===== src/common/rob_pkg.sv =====
/*
 * Shared definitions for the in-order retirement block: data widths,
 * instruction kinds and the result word that a completed entry holds
 */
package rob_pkg;

    // Width of register data, instruction addresses and branch targets
    localparam int XLEN = 32;

    // Architectural register file size and its index width
    localparam int NREG    = 32;
    localparam int RADDR_W = 5;

    // Kind of instruction held in a ROB entry
    // Only branches change how the entry retires
    typedef enum logic [1:0] {
        OP_ALU    = 2'd0,
        OP_LOAD   = 2'd1,
        OP_STORE  = 2'd2,
        OP_BRANCH = 2'd3
    } rob_op_t;

    // The word written back on the CDB at completion
    // A taken branch carries its redirect target, everything else
    // carries the value for its destination register
    typedef union packed {
        logic [XLEN-1:0] data;
        logic [XLEN-1:0] target;
    } rob_result_u;

endpackage


===== src/rob/reorder_buffer.sv =====
/*
 * Reorder buffer: allocates entries at the tail, completes them from the CDB,
 * retires the oldest done entry each cycle and resolves dispatch operands
 */
module reorder_buffer import rob_pkg::*; #(
    parameter int ROB_DEPTH = 16,
    parameter int TAG_W     = 4
) (
    input  logic               clk,
    input  logic               n_rst,
    input  logic               alloc_en,
    input  logic               flush,
    input  rob_op_t            disp_op,
    input  logic [RADDR_W-1:0] disp_rdest,
    input  logic [XLEN-1:0]    disp_iaddr,
    output logic [TAG_W-1:0]   disp_tag,
    input  logic               cdb_valid,
    input  logic [TAG_W-1:0]   cdb_tag,
    input  logic [XLEN-1:0]    cdb_data,
    input  logic               cdb_taken,
    input  logic               map_busy0,
    input  logic               map_busy1,
    input  logic [TAG_W-1:0]   map_tag0,
    input  logic [TAG_W-1:0]   map_tag1,
    input  logic [XLEN-1:0]    map_data0,
    input  logic [XLEN-1:0]    map_data1,
    output logic               src_rdy0,
    output logic               src_rdy1,
    output logic [TAG_W-1:0]   src_tag0,
    output logic [TAG_W-1:0]   src_tag1,
    output logic [XLEN-1:0]    src_data0,
    output logic [XLEN-1:0]    src_data1,
    output logic               retire_en,
    output logic               retire_valid,
    output logic [RADDR_W-1:0] retire_rdest,
    output logic [XLEN-1:0]    retire_data,
    output logic [TAG_W-1:0]   retire_tag,
    output logic               head_redirect,
    output logic [XLEN-1:0]    redirect_addr
);

    // Pointers wrap on their own since the depth is a power of two
    logic [TAG_W-1:0]   head;
    logic [TAG_W-1:0]   tail;

    // Entry state, split per field so each write port touches only its own fields
    logic               ent_valid  [ROB_DEPTH];
    logic               ent_done   [ROB_DEPTH];
    logic               ent_branch [ROB_DEPTH];
    rob_op_t            ent_op     [ROB_DEPTH];
    logic [RADDR_W-1:0] ent_rdest  [ROB_DEPTH];
    logic [XLEN-1:0]    ent_iaddr  [ROB_DEPTH];
    rob_result_u        ent_result [ROB_DEPTH];

    logic               head_is_br;

    // Operand priority is committed data, then a matching CDB broadcast,
    // then whatever the producer's entry holds
    // Returns the ready bit on top of the data word
    function automatic logic [XLEN:0] resolve(input logic             busy,
                                              input logic [TAG_W-1:0] tag,
                                              input logic [XLEN-1:0]  data);
        if (!busy) begin
            return {1'b1, data};
        end else if (cdb_valid && (cdb_tag == tag)) begin
            return {1'b1, cdb_data};
        end else begin
            return {ent_done[tag], ent_result[tag].data};
        end
    endfunction

    always_comb begin
        {src_rdy0, src_data0} = resolve(map_busy0, map_tag0, map_data0);
        {src_rdy1, src_data1} = resolve(map_busy1, map_tag1, map_data1);
    end

    // The producer tag passes through unchanged and only matters when not ready
    assign src_tag0 = map_tag0;
    assign src_tag1 = map_tag1;

    assign disp_tag   = tail;
    assign retire_tag = head;

    // The head retires as soon as it is done, one entry per cycle
    assign head_is_br    = (ent_op[head] == OP_BRANCH);
    assign retire_en     = ent_valid[head] && ent_done[head];
    assign retire_valid  = retire_en && !head_is_br;
    assign head_redirect = retire_en && head_is_br && ent_branch[head];
    assign retire_rdest  = ent_rdest[head];
    assign retire_data   = ent_result[head].data;
    assign redirect_addr = ent_result[head].target;

    always_ff @(posedge clk or negedge n_rst) begin
        if (!n_rst) begin
            head <= '0;
            tail <= '0;
        end else if (flush) begin
            head <= '0;
            tail <= '0;
        end else begin
            if (retire_en) begin
                head <= head + 1'b1;
            end
            if (alloc_en) begin
                tail <= tail + 1'b1;
            end
        end
    end

    // A flush squashes every entry, younger ones included
    always_ff @(posedge clk or negedge n_rst) begin
        if (!n_rst) begin
            for (int i = 0; i < ROB_DEPTH; i++) begin
                ent_valid[i] <= 1'b0;
            end
        end else if (flush) begin
            for (int i = 0; i < ROB_DEPTH; i++) begin
                ent_valid[i] <= 1'b0;
            end
        end else begin
            if (retire_en) begin
                ent_valid[head] <= 1'b0;
            end
            if (alloc_en) begin
                ent_valid[tail] <= 1'b1;
            end
        end
    end

    // Allocation and completion never address the same entry in one cycle,
    // since the CDB only carries tags of entries already in flight
    always_ff @(posedge clk or negedge n_rst) begin
        if (!n_rst) begin
            for (int i = 0; i < ROB_DEPTH; i++) begin
                ent_done[i] <= 1'b0;
            end
        end else begin
            if (alloc_en) begin
                ent_done[tail] <= 1'b0;
            end
            if (cdb_valid && ent_valid[cdb_tag]) begin
                ent_done[cdb_tag] <= 1'b1;
            end
        end
    end

    always_ff @(posedge clk) begin
        if (alloc_en) begin
            ent_op[tail]    <= disp_op;
            ent_rdest[tail] <= disp_rdest;
            ent_iaddr[tail] <= disp_iaddr;
        end
        // The taken flag selects how the stored word is read at retire
        if (cdb_valid) begin
            ent_branch[cdb_tag] <= cdb_taken;
            ent_result[cdb_tag] <= cdb_data;
        end
    end

    // Results may only come back for instructions that are still in flight
    cdb_tag_live: assert property (@(posedge clk) disable iff (!n_rst)
        cdb_valid |-> ent_valid[cdb_tag]);

    // A branch that redirects to itself would hang the machine
    no_self_redirect: assert property (@(posedge clk) disable iff (!n_rst)
        head_redirect |-> (redirect_addr != ent_iaddr[head]));

endmodule


===== src/hw/register_map.sv =====
/*
 * Architectural register map: committed values, newest producer tag and
 * busy bit per register, with two combinational lookup ports
 */
module register_map import rob_pkg::*; #(
    parameter int TAG_W = 4
) (
    input  logic               clk,
    input  logic               n_rst,
    input  logic               alloc_en,
    input  logic [RADDR_W-1:0] disp_rdest,
    input  logic [TAG_W-1:0]   disp_tag,
    input  logic               retire_valid,
    input  logic [RADDR_W-1:0] retire_rdest,
    input  logic [XLEN-1:0]    retire_data,
    input  logic [TAG_W-1:0]   retire_tag,
    input  logic               flush,
    input  logic [RADDR_W-1:0] disp_rsrc0,
    input  logic [RADDR_W-1:0] disp_rsrc1,
    output logic               map_busy0,
    output logic               map_busy1,
    output logic [TAG_W-1:0]   map_tag0,
    output logic [TAG_W-1:0]   map_tag1,
    output logic [XLEN-1:0]    map_data0,
    output logic [XLEN-1:0]    map_data1
);

    logic [XLEN-1:0]  regs [NREG];
    logic [TAG_W-1:0] tags [NREG];
    logic [NREG-1:0]  busy;

    // Committed values and producer tags
    // Register 0 is never written, so it keeps reading zero
    always_ff @(posedge clk or negedge n_rst) begin
        if (!n_rst) begin
            for (int i = 0; i < NREG; i++) begin
                regs[i] <= '0;
                tags[i] <= '0;
            end
        end else begin
            if (retire_valid && (retire_rdest != '0)) begin
                regs[retire_rdest] <= retire_data;
            end
            if (alloc_en && (disp_rdest != '0)) begin
                tags[disp_rdest] <= disp_tag;
            end
        end
    end

    // A retire only frees the register if no younger producer took it over
    // The allocation comes last so it wins when both hit one register
    always_ff @(posedge clk or negedge n_rst) begin
        if (!n_rst) begin
            busy <= '0;
        end else if (flush) begin
            busy <= '0;
        end else begin
            if (retire_valid && (tags[retire_rdest] == retire_tag)) begin
                busy[retire_rdest] <= 1'b0;
            end
            if (alloc_en && (disp_rdest != '0)) begin
                busy[disp_rdest] <= 1'b1;
            end
        end
    end

    // Lookups see the state before this cycle's updates
    assign map_busy0 = busy[disp_rsrc0];
    assign map_busy1 = busy[disp_rsrc1];
    assign map_tag0  = tags[disp_rsrc0];
    assign map_tag1  = tags[disp_rsrc1];
    assign map_data0 = regs[disp_rsrc0];
    assign map_data1 = regs[disp_rsrc1];

endmodule


===== src/hw/cdb_arbiter.sv =====
/*
 * CDB arbiter: fixed-priority merge of two execution result ports
 * onto the common data bus, with ex0 always winning
 */
module cdb_arbiter import rob_pkg::*; #(
    parameter int TAG_W = 4
) (
    input  logic             clk,
    input  logic             n_rst,
    input  logic             ex0_valid,
    input  logic [TAG_W-1:0] ex0_tag,
    input  logic [XLEN-1:0]  ex0_data,
    input  logic             ex0_taken,
    output logic             ex0_ready,
    input  logic             ex1_valid,
    input  logic [TAG_W-1:0] ex1_tag,
    input  logic [XLEN-1:0]  ex1_data,
    input  logic             ex1_taken,
    output logic             ex1_ready,
    output logic             cdb_valid,
    output logic [TAG_W-1:0] cdb_tag,
    output logic [XLEN-1:0]  cdb_data,
    output logic             cdb_taken
);

    logic grant0;
    logic grant1;

    // The bus takes one result per cycle and never stalls, so ex0 is always accepted
    assign grant0    = ex0_valid;
    assign grant1    = ex1_valid && !ex0_valid;
    assign ex0_ready = 1'b1;
    assign ex1_ready = !ex0_valid;

    assign cdb_valid = grant0 || grant1;
    assign cdb_tag   = grant0 ? ex0_tag   : ex1_tag;
    assign cdb_data  = grant0 ? ex0_data  : ex1_data;
    assign cdb_taken = grant0 ? ex0_taken : ex1_taken;

    bus_one_grant: assert property (@(posedge clk) disable iff (!n_rst)
        cdb_valid |-> $onehot({grant0, grant1}));

    // A stalled ex1 result has to wait unchanged for its turn
    ex1_hold: assert property (@(posedge clk) disable iff (!n_rst)
        (ex1_valid && !ex1_ready) |=> (ex1_valid && $stable(ex1_tag) && $stable(ex1_data)));

endmodule


===== src/hw/dispatch_ctrl.sv =====
/*
 * Dispatch control: owns ROB occupancy, accepts dispatches while there is
 * room and turns a redirect at the head into a machine-wide flush
 */
module dispatch_ctrl #(
    parameter int ROB_DEPTH = 16,
    parameter int TAG_W     = 4
) (
    input  logic clk,
    input  logic n_rst,
    input  logic disp_valid,
    input  logic retire_en,
    input  logic head_redirect,
    output logic disp_ready,
    output logic alloc_en,
    output logic flush
);

    // One extra bit so a full buffer is distinct from an empty one
    logic [TAG_W:0] count;

    // The flush lasts exactly the cycle the taken branch sits at the head
    assign flush = head_redirect;

    // Nothing enters while the machine is being squashed
    assign disp_ready = (count < ROB_DEPTH) && !flush;
    assign alloc_en   = disp_valid && disp_ready;

    always_ff @(posedge clk or negedge n_rst) begin
        if (!n_rst) begin
            count <= '0;
        end else if (flush) begin
            count <= '0;
        end else begin
            // A dispatch and a retire in one cycle cancel out
            case ({alloc_en, retire_en})
                2'b10: count <= count + 1'b1;
                2'b01: count <= count - 1'b1;
                default: count <= count;
            endcase
        end
    end

    count_in_range: assert property (@(posedge clk) disable iff (!n_rst)
        count <= ROB_DEPTH);

    // The ROB head and this counter must agree on whether anything is in flight
    retire_needs_entry: assert property (@(posedge clk) disable iff (!n_rst)
        retire_en |-> (count != '0));

endmodule


===== src/hw/ooo_retire_top.sv =====
/*
 * Top level of the retirement core: dispatch control, reorder buffer,
 * register map and CDB arbiter
 */
module ooo_retire_top import rob_pkg::*; #(
    parameter int ROB_DEPTH = 16,
    parameter int TAG_W     = $clog2(ROB_DEPTH)
) (
    input  logic               clk,
    input  logic               n_rst,
    input  logic               disp_valid,
    output logic               disp_ready,
    input  rob_op_t            disp_op,
    input  logic [RADDR_W-1:0] disp_rdest,
    input  logic [RADDR_W-1:0] disp_rsrc0,
    input  logic [RADDR_W-1:0] disp_rsrc1,
    input  logic [XLEN-1:0]    disp_iaddr,
    output logic [TAG_W-1:0]   disp_tag,
    output logic               src_rdy0,
    output logic               src_rdy1,
    output logic [TAG_W-1:0]   src_tag0,
    output logic [TAG_W-1:0]   src_tag1,
    output logic [XLEN-1:0]    src_data0,
    output logic [XLEN-1:0]    src_data1,
    input  logic               ex0_valid,
    output logic               ex0_ready,
    input  logic [TAG_W-1:0]   ex0_tag,
    input  logic [XLEN-1:0]    ex0_data,
    input  logic               ex0_taken,
    input  logic               ex1_valid,
    output logic               ex1_ready,
    input  logic [TAG_W-1:0]   ex1_tag,
    input  logic [XLEN-1:0]    ex1_data,
    input  logic               ex1_taken,
    output logic               retire_valid,
    output logic [RADDR_W-1:0] retire_rdest,
    output logic [XLEN-1:0]    retire_data,
    output logic               redirect,
    output logic [XLEN-1:0]    redirect_addr
);

    logic               alloc_en;
    logic               flush;
    logic               retire_en;
    logic               head_redirect;
    logic [TAG_W-1:0]   retire_tag;
    logic               cdb_valid;
    logic [TAG_W-1:0]   cdb_tag;
    logic [XLEN-1:0]    cdb_data;
    logic               cdb_taken;
    logic               map_busy0;
    logic               map_busy1;
    logic [TAG_W-1:0]   map_tag0;
    logic [TAG_W-1:0]   map_tag1;
    logic [XLEN-1:0]    map_data0;
    logic [XLEN-1:0]    map_data1;

    // The outside sees the flush pulse as the redirect strobe
    assign redirect = flush;

    dispatch_ctrl #(.ROB_DEPTH(ROB_DEPTH), .TAG_W(TAG_W)) ctrl0 (
        .clk(clk), .n_rst(n_rst),
        .disp_valid(disp_valid), .retire_en(retire_en), .head_redirect(head_redirect),
        .disp_ready(disp_ready), .alloc_en(alloc_en), .flush(flush)
    );

    reorder_buffer #(.ROB_DEPTH(ROB_DEPTH), .TAG_W(TAG_W)) rob0 (
        .clk(clk), .n_rst(n_rst), .alloc_en(alloc_en), .flush(flush),
        .disp_op(disp_op), .disp_rdest(disp_rdest), .disp_iaddr(disp_iaddr),
        .disp_tag(disp_tag),
        .cdb_valid(cdb_valid), .cdb_tag(cdb_tag), .cdb_data(cdb_data), .cdb_taken(cdb_taken),
        .map_busy0(map_busy0), .map_busy1(map_busy1),
        .map_tag0(map_tag0), .map_tag1(map_tag1),
        .map_data0(map_data0), .map_data1(map_data1),
        .src_rdy0(src_rdy0), .src_rdy1(src_rdy1),
        .src_tag0(src_tag0), .src_tag1(src_tag1),
        .src_data0(src_data0), .src_data1(src_data1),
        .retire_en(retire_en), .retire_valid(retire_valid),
        .retire_rdest(retire_rdest), .retire_data(retire_data), .retire_tag(retire_tag),
        .head_redirect(head_redirect), .redirect_addr(redirect_addr)
    );

    register_map #(.TAG_W(TAG_W)) map0 (
        .clk(clk), .n_rst(n_rst),
        .alloc_en(alloc_en), .disp_rdest(disp_rdest), .disp_tag(disp_tag),
        .retire_valid(retire_valid), .retire_rdest(retire_rdest),
        .retire_data(retire_data), .retire_tag(retire_tag), .flush(flush),
        .disp_rsrc0(disp_rsrc0), .disp_rsrc1(disp_rsrc1),
        .map_busy0(map_busy0), .map_busy1(map_busy1),
        .map_tag0(map_tag0), .map_tag1(map_tag1),
        .map_data0(map_data0), .map_data1(map_data1)
    );

    cdb_arbiter #(.TAG_W(TAG_W)) arb0 (
        .clk(clk), .n_rst(n_rst),
        .ex0_valid(ex0_valid), .ex0_tag(ex0_tag), .ex0_data(ex0_data),
        .ex0_taken(ex0_taken), .ex0_ready(ex0_ready),
        .ex1_valid(ex1_valid), .ex1_tag(ex1_tag), .ex1_data(ex1_data),
        .ex1_taken(ex1_taken), .ex1_ready(ex1_ready),
        .cdb_valid(cdb_valid), .cdb_tag(cdb_tag), .cdb_data(cdb_data), .cdb_taken(cdb_taken)
    );

endmodule


===== config.mk =====
export PLATFORM = sky130hd
export DESIGN_NAME = ooo_retire_top
export DESIGN_NICKNAME = d
export VERILOG_FILES = /design/src/common/rob_pkg.sv /design/src/rob/reorder_buffer.sv /design/src/hw/register_map.sv /design/src/hw/cdb_arbiter.sv /design/src/hw/dispatch_ctrl.sv /design/src/hw/ooo_retire_top.sv
export SDC_FILE = /design/constraint.sdc
export NUM_CORES = 2
export LEC_CHECK = 0
export ABC_CLOCK_PERIOD_IN_PS = 4050
export BUFFER_PORTS_ARGS = -buffer_cell sky130_fd_sc_hd__buf_2
export CAP_MARGIN = 20
export CORE_UTILIZATION = 57
export DETAILED_ROUTE_END_ITERATION = 7
export GPL_TIMING_DRIVEN = 0
export PLACE_DENSITY = 0.82
export SYNTH_ARGS = -nofsm -noshare
export SYNTH_HDL_FRONTEND = slang
export SYNTH_SLANG_ARGS = --single-unit

===== constraint.sdc =====
create_clock -name clk -period 4.05 [get_ports clk]
set_clock_uncertainty 0.1 [all_clocks]
set_input_delay 0.405 -clock clk [delete_from_list [all_inputs] [get_ports clk]]
set_output_delay 0.405 -clock clk [all_outputs]
set_load 0.05 [all_outputs]

==> reports/qor.yml <==
timing:
  rsz0062_at_grt: "true"
  fin_crit_sh_pct: 141
  relSlewSlack_pct: -8.02
  hold_viol: 3
  finalWorstSetupSlack_ns: -1.68
  tightest_slew_ns: 1.62
  finalSetupViolCount: 1080
  fmax_mhz: 175
  drv_slew: 11
  holdWs_ns: -0.0107
  period_minus_slack_ns: 5.73
  finalSetupTns_ns: -236.84
floorplanning:
  die_area_sq_um: 180000
  core_sq_um: 176000
  rows: 154
  start_util_pct: 57.5
  die_y_um: 424
  ios: 280
  die_w_um: 424
cts:
  clockBufferDepth: 3
  clk_latency_ns: 0.91
  cts_htree_levels: 4
  clkSinkCount: 1869
  clkTransAtPathRegs_ns: 0.07
  cts_tree: "built"
  numCtsBuffers: 193
  cts_root_buf: "clkbuf_16"
critical_path:
  crit_arrival_ns: 5.22
  path_delay_family: "buffers and inverters"
  cp_slowest_cell: "mux2i_1"
  r2r_slack_ns: -0.76
  worst-endpoint-required_ns: 3.54
  worstReg2RegEnd: "map0.busy[24]$_DFF_PN0_"
  cp-start-kind: "primary input"
  crit_path_frequent_cell: "clkbuf_2"
  cp_cell_sequence: "clkbuf_2, buf_4, buf_2, clkbuf_4, clkbuf_2, clkbuf_2, mux4_2, mux4_2, mux2i_1, a22oi_2, buf_6"
  max_stage_delay_ns: 0.70
  path_max_fanout: 10
  crit_buf_inv: 7
  r2r_cells: 22
  crit_path_end_kind: "output port"
  r2r_start: "rob0.retire_tag[0]$_DFFE_PN0P_"
  crit_type: "primary input to output port"
route:
  drtIter0Drc: 12500
  drtAntennaViolNets: 0
  wire_per_inst_um: 38.5
  viasPerCell: 7.54
  drcViolationCount: 85
  drt_first_pass_iters: 8
  vias: 77400
  routed_wl_mm: 395
power:
  p_int_mw: 61.9
  p_switching_mw: 47.0
  p_seq_share_pct: 26.1
  peakVddDrop_v: 0.000972
  pwr-share-comb_pct: 56.6
  power_frac_clock_pct: 17.3
  leakage_nw: 51.3
  power_density_nw_per_um2: 877
  power_mw: 109
  swShare_pct: 43.2
finish:
  instances_no_fill: 10300
  final_common_cell: "dfrtp_1"
  fin_area_sq_um: 124000
  area_delta_synth_final_pct: 22.3
  mostFrequentLayoutCells: "dfrtp_1, mux2_2, mux4_2"
  finish.net_count: 7901
  drive_above_1_share_pct: 49.1
run_status:
  status: "finished, violations left"
  violations: "design-rule violations, negative hold slack, max-capacitance violations, max-slew violations, negative setup slack"
place:
  pre_cts_slack_ns: -2.16
  io_buffers: 237
  gp_congestion: 1.03
  hpwl_mm: 256
  place_area_sq_um: 108000
  post-place-cells: 9520
synthesis:
  synth_edf_count: 640
  synth_cells: 6880
  synth_xor_area_share_pct: 0.181
  synth_ff_type: "dfrtp_1"
  ys_ff_latch: 1869
  yosys_warnings: 0
  muxShareOfSynthArea_pct: 39.3
  synth_fa_ha_area_share_pct: 0.168
  seq_area_frac_synth_pct: 49.2
  syn-num-nets: 7021
  synth_compound_area_share_pct: 3.10
  synth_top_family_by_area: "multiplexers"
  syn_area_per_cell_sq_um: 14.8
  synth.distinct_cells: 65
  synthSimpleGateAreaFrac_pct: 4.79
  async_flop_share_pct: 65.8
  syn_area_sq_um: 102000
global_routing:
  grtUsageTotal_pct: 42.2
  grt_pass1_wl_mm: 541
  antenna_found_initial: 20
  grt_max_degree: 176
  grt_pass1_vias: 76300
  grt_overflow: 0
hold_path:
  min_path_type: "primary input to asynchronous set/reset pin"
flow_run:
  max_cap_violations: 1
==> state kept, by name (all words and copies together), names as in the netlist <==
register and count:
ctrl0.count 5, rob0.retire_tag 4, rob0.ent_rdest 80, rob0.ent_op 32
rob0.ent_valid 16, rob0.ent_result 512, rob0.ent_done 16, map0.regs 1024
map0.busy 32, map0.tags 128, rob0.ent_branch 16, rob0.disp_tag 4
==> metal layers <==
metal / vias up / track usage (%) / part of all wire, %
met4: 36 / 28.8 / 9.4
met3: 2303 / 17.5 / 16
li1: 28500 / - / -
met2: 7496 / 62.2 / 44
met1: 39000 / 50.6 / 31
met5: - / 1.83 / 0.10
==> cells by family (layout without fill, tap and decap cells) <==
family	Yosys count	count (layout)
AO/OA/AOI/OAI	484	484
XOR/XNOR	21	21
multiplexers	2595	2595
adder cells (fa/ha/maj)	13	13
AND/OR/NAND/NOR	1121	1121
buffers and inverters	776	1816
flip-flops	1869	1869
other	1	11
==> power groups by stage <==
| stage | Sequential [mW] | Combinational [mW] | Clock (mW) |
|---|---|---|---|
| final | 28.5 | 61.7 | 18.8 |
| after global routing | 28.8 | 62.2 | 19.4 |
| after CTS | 27.9 | 55.1 | 18.6 |
| after detailed placement | 28.2 | 44.6 | 0 |
| after global placement | 27.6 | 43.4 | 0 |
| after floorplan | 26.9 | 30.4 | 0 |
==> area by class of cell <==
cell class / count / area, sq um
clock inverters: 85 / 1110
well taps: 2340 / 2930
inverters: 53 / 255
multi-input cells: 4235 / 50200
repair buffers: 725 / 8710
fillers: 10700 / 52300
flip-flops and latches: 1869 / 50000
plain buffers: 683 / 5510
diodes: 10 / 25.0
clock buffers: 270 / 5480
==> synthesized netlist by cell type (12+ instances only) <==
cell type / number / share of area, %
xnor2_1: 14 / 0.12
dfrtp_1: 1229 / 30
mux2_2: 1087 / 12
nor2_1: 92 / 0.34
ha_1: 12 / 0.15
and3_1: 71 / 0.44
mux2_1: 55 / 0.61
mux4_2: 994 / 22
mux2i_1: 455 / 4.5
buf_1: 86 / 0.32
o21ai_0: 89 / 0.44
a311oi_1: 66 / 0.57
a31oi_1: 81 / 0.50
a21oi_1: 116 / 0.57
nand3_1: 172 / 0.85
nor3_1: 22 / 0.11
clkbuf_1: 478 / 1.8
inv_1: 41 / 0.15
a22o_1: 18 / 0.16
buf_6: 15 / 0.17
buf_2: 101 / 0.50
nand2_1: 692 / 2.6
buf_4: 41 / 0.30
edfxtp_1: 640 / 19
a22oi_1: 74 / 0.55
==> worst reg2reg max path, cell delays in order (launching register included) <==
cell	delay, ns
dfrtp_1	0.43
buf_12	0.13
buf_6	0.09
buf_6	0.10
buf_16	0.11
mux4_2	0.54
a22oi_2	0.46
and2_1	0.23
buf_6	0.15
clkinv_8	0.07
buf_12	0.13
buf_12	0.14
buf_12	0.14
buf_6	0.11
mux2i_1	0.11
a32oi_1	0.18
nand3_1	0.15
a211oi_4	0.39
xor2_2	0.14
nor4_4	0.33
buf_12	0.23
buf_6	0.13
a311oi_2	0.07
==> worst max-delay path by stage <==
stage                              start  slack (ns)                              to  cells after the start
3_3_place_gp                       n_rst      -25.66  rob0.retire_tag[1]$_DFFE_PN0P_                      1
3_5_place_dp               disp_rsrc1[1]       -2.16                   src_data1[31]                     13
6_report                   disp_rsrc0[1]       -1.68                   src_data0[22]                     11
4_1_cts         map0.tags[0]$_DFFE_PN0P_       -1.34                   src_data0[31]                     13
5_1_grt        map0.tags[65]$_DFFE_PN0P_       -1.46                   src_data0[23]                     13
2_1_floorplan              disp_rsrc1[0]       -0.05                   src_data1[10]                     13
==> repair_timing <==
action	CTS	global route
gates resized for setup	1236	483
hold buffers	17	0
pin swaps	102	96
setup endpoints to repair	1407	1393
cloned	29	12
hold endpoints to repair	264	0
setup buffers	197	180
==> through the flow <==
stage,utilization (%),hold WS (ns)
finish,70.4,-0.0107
global route,70.4,0.0663
CTS,68.7,0.000319
detailed placement,61.1,0.298
global placement,60.3,0.352
floorplan,-,0.00941
Note: power is estimated with default switching activity, not from simulation.
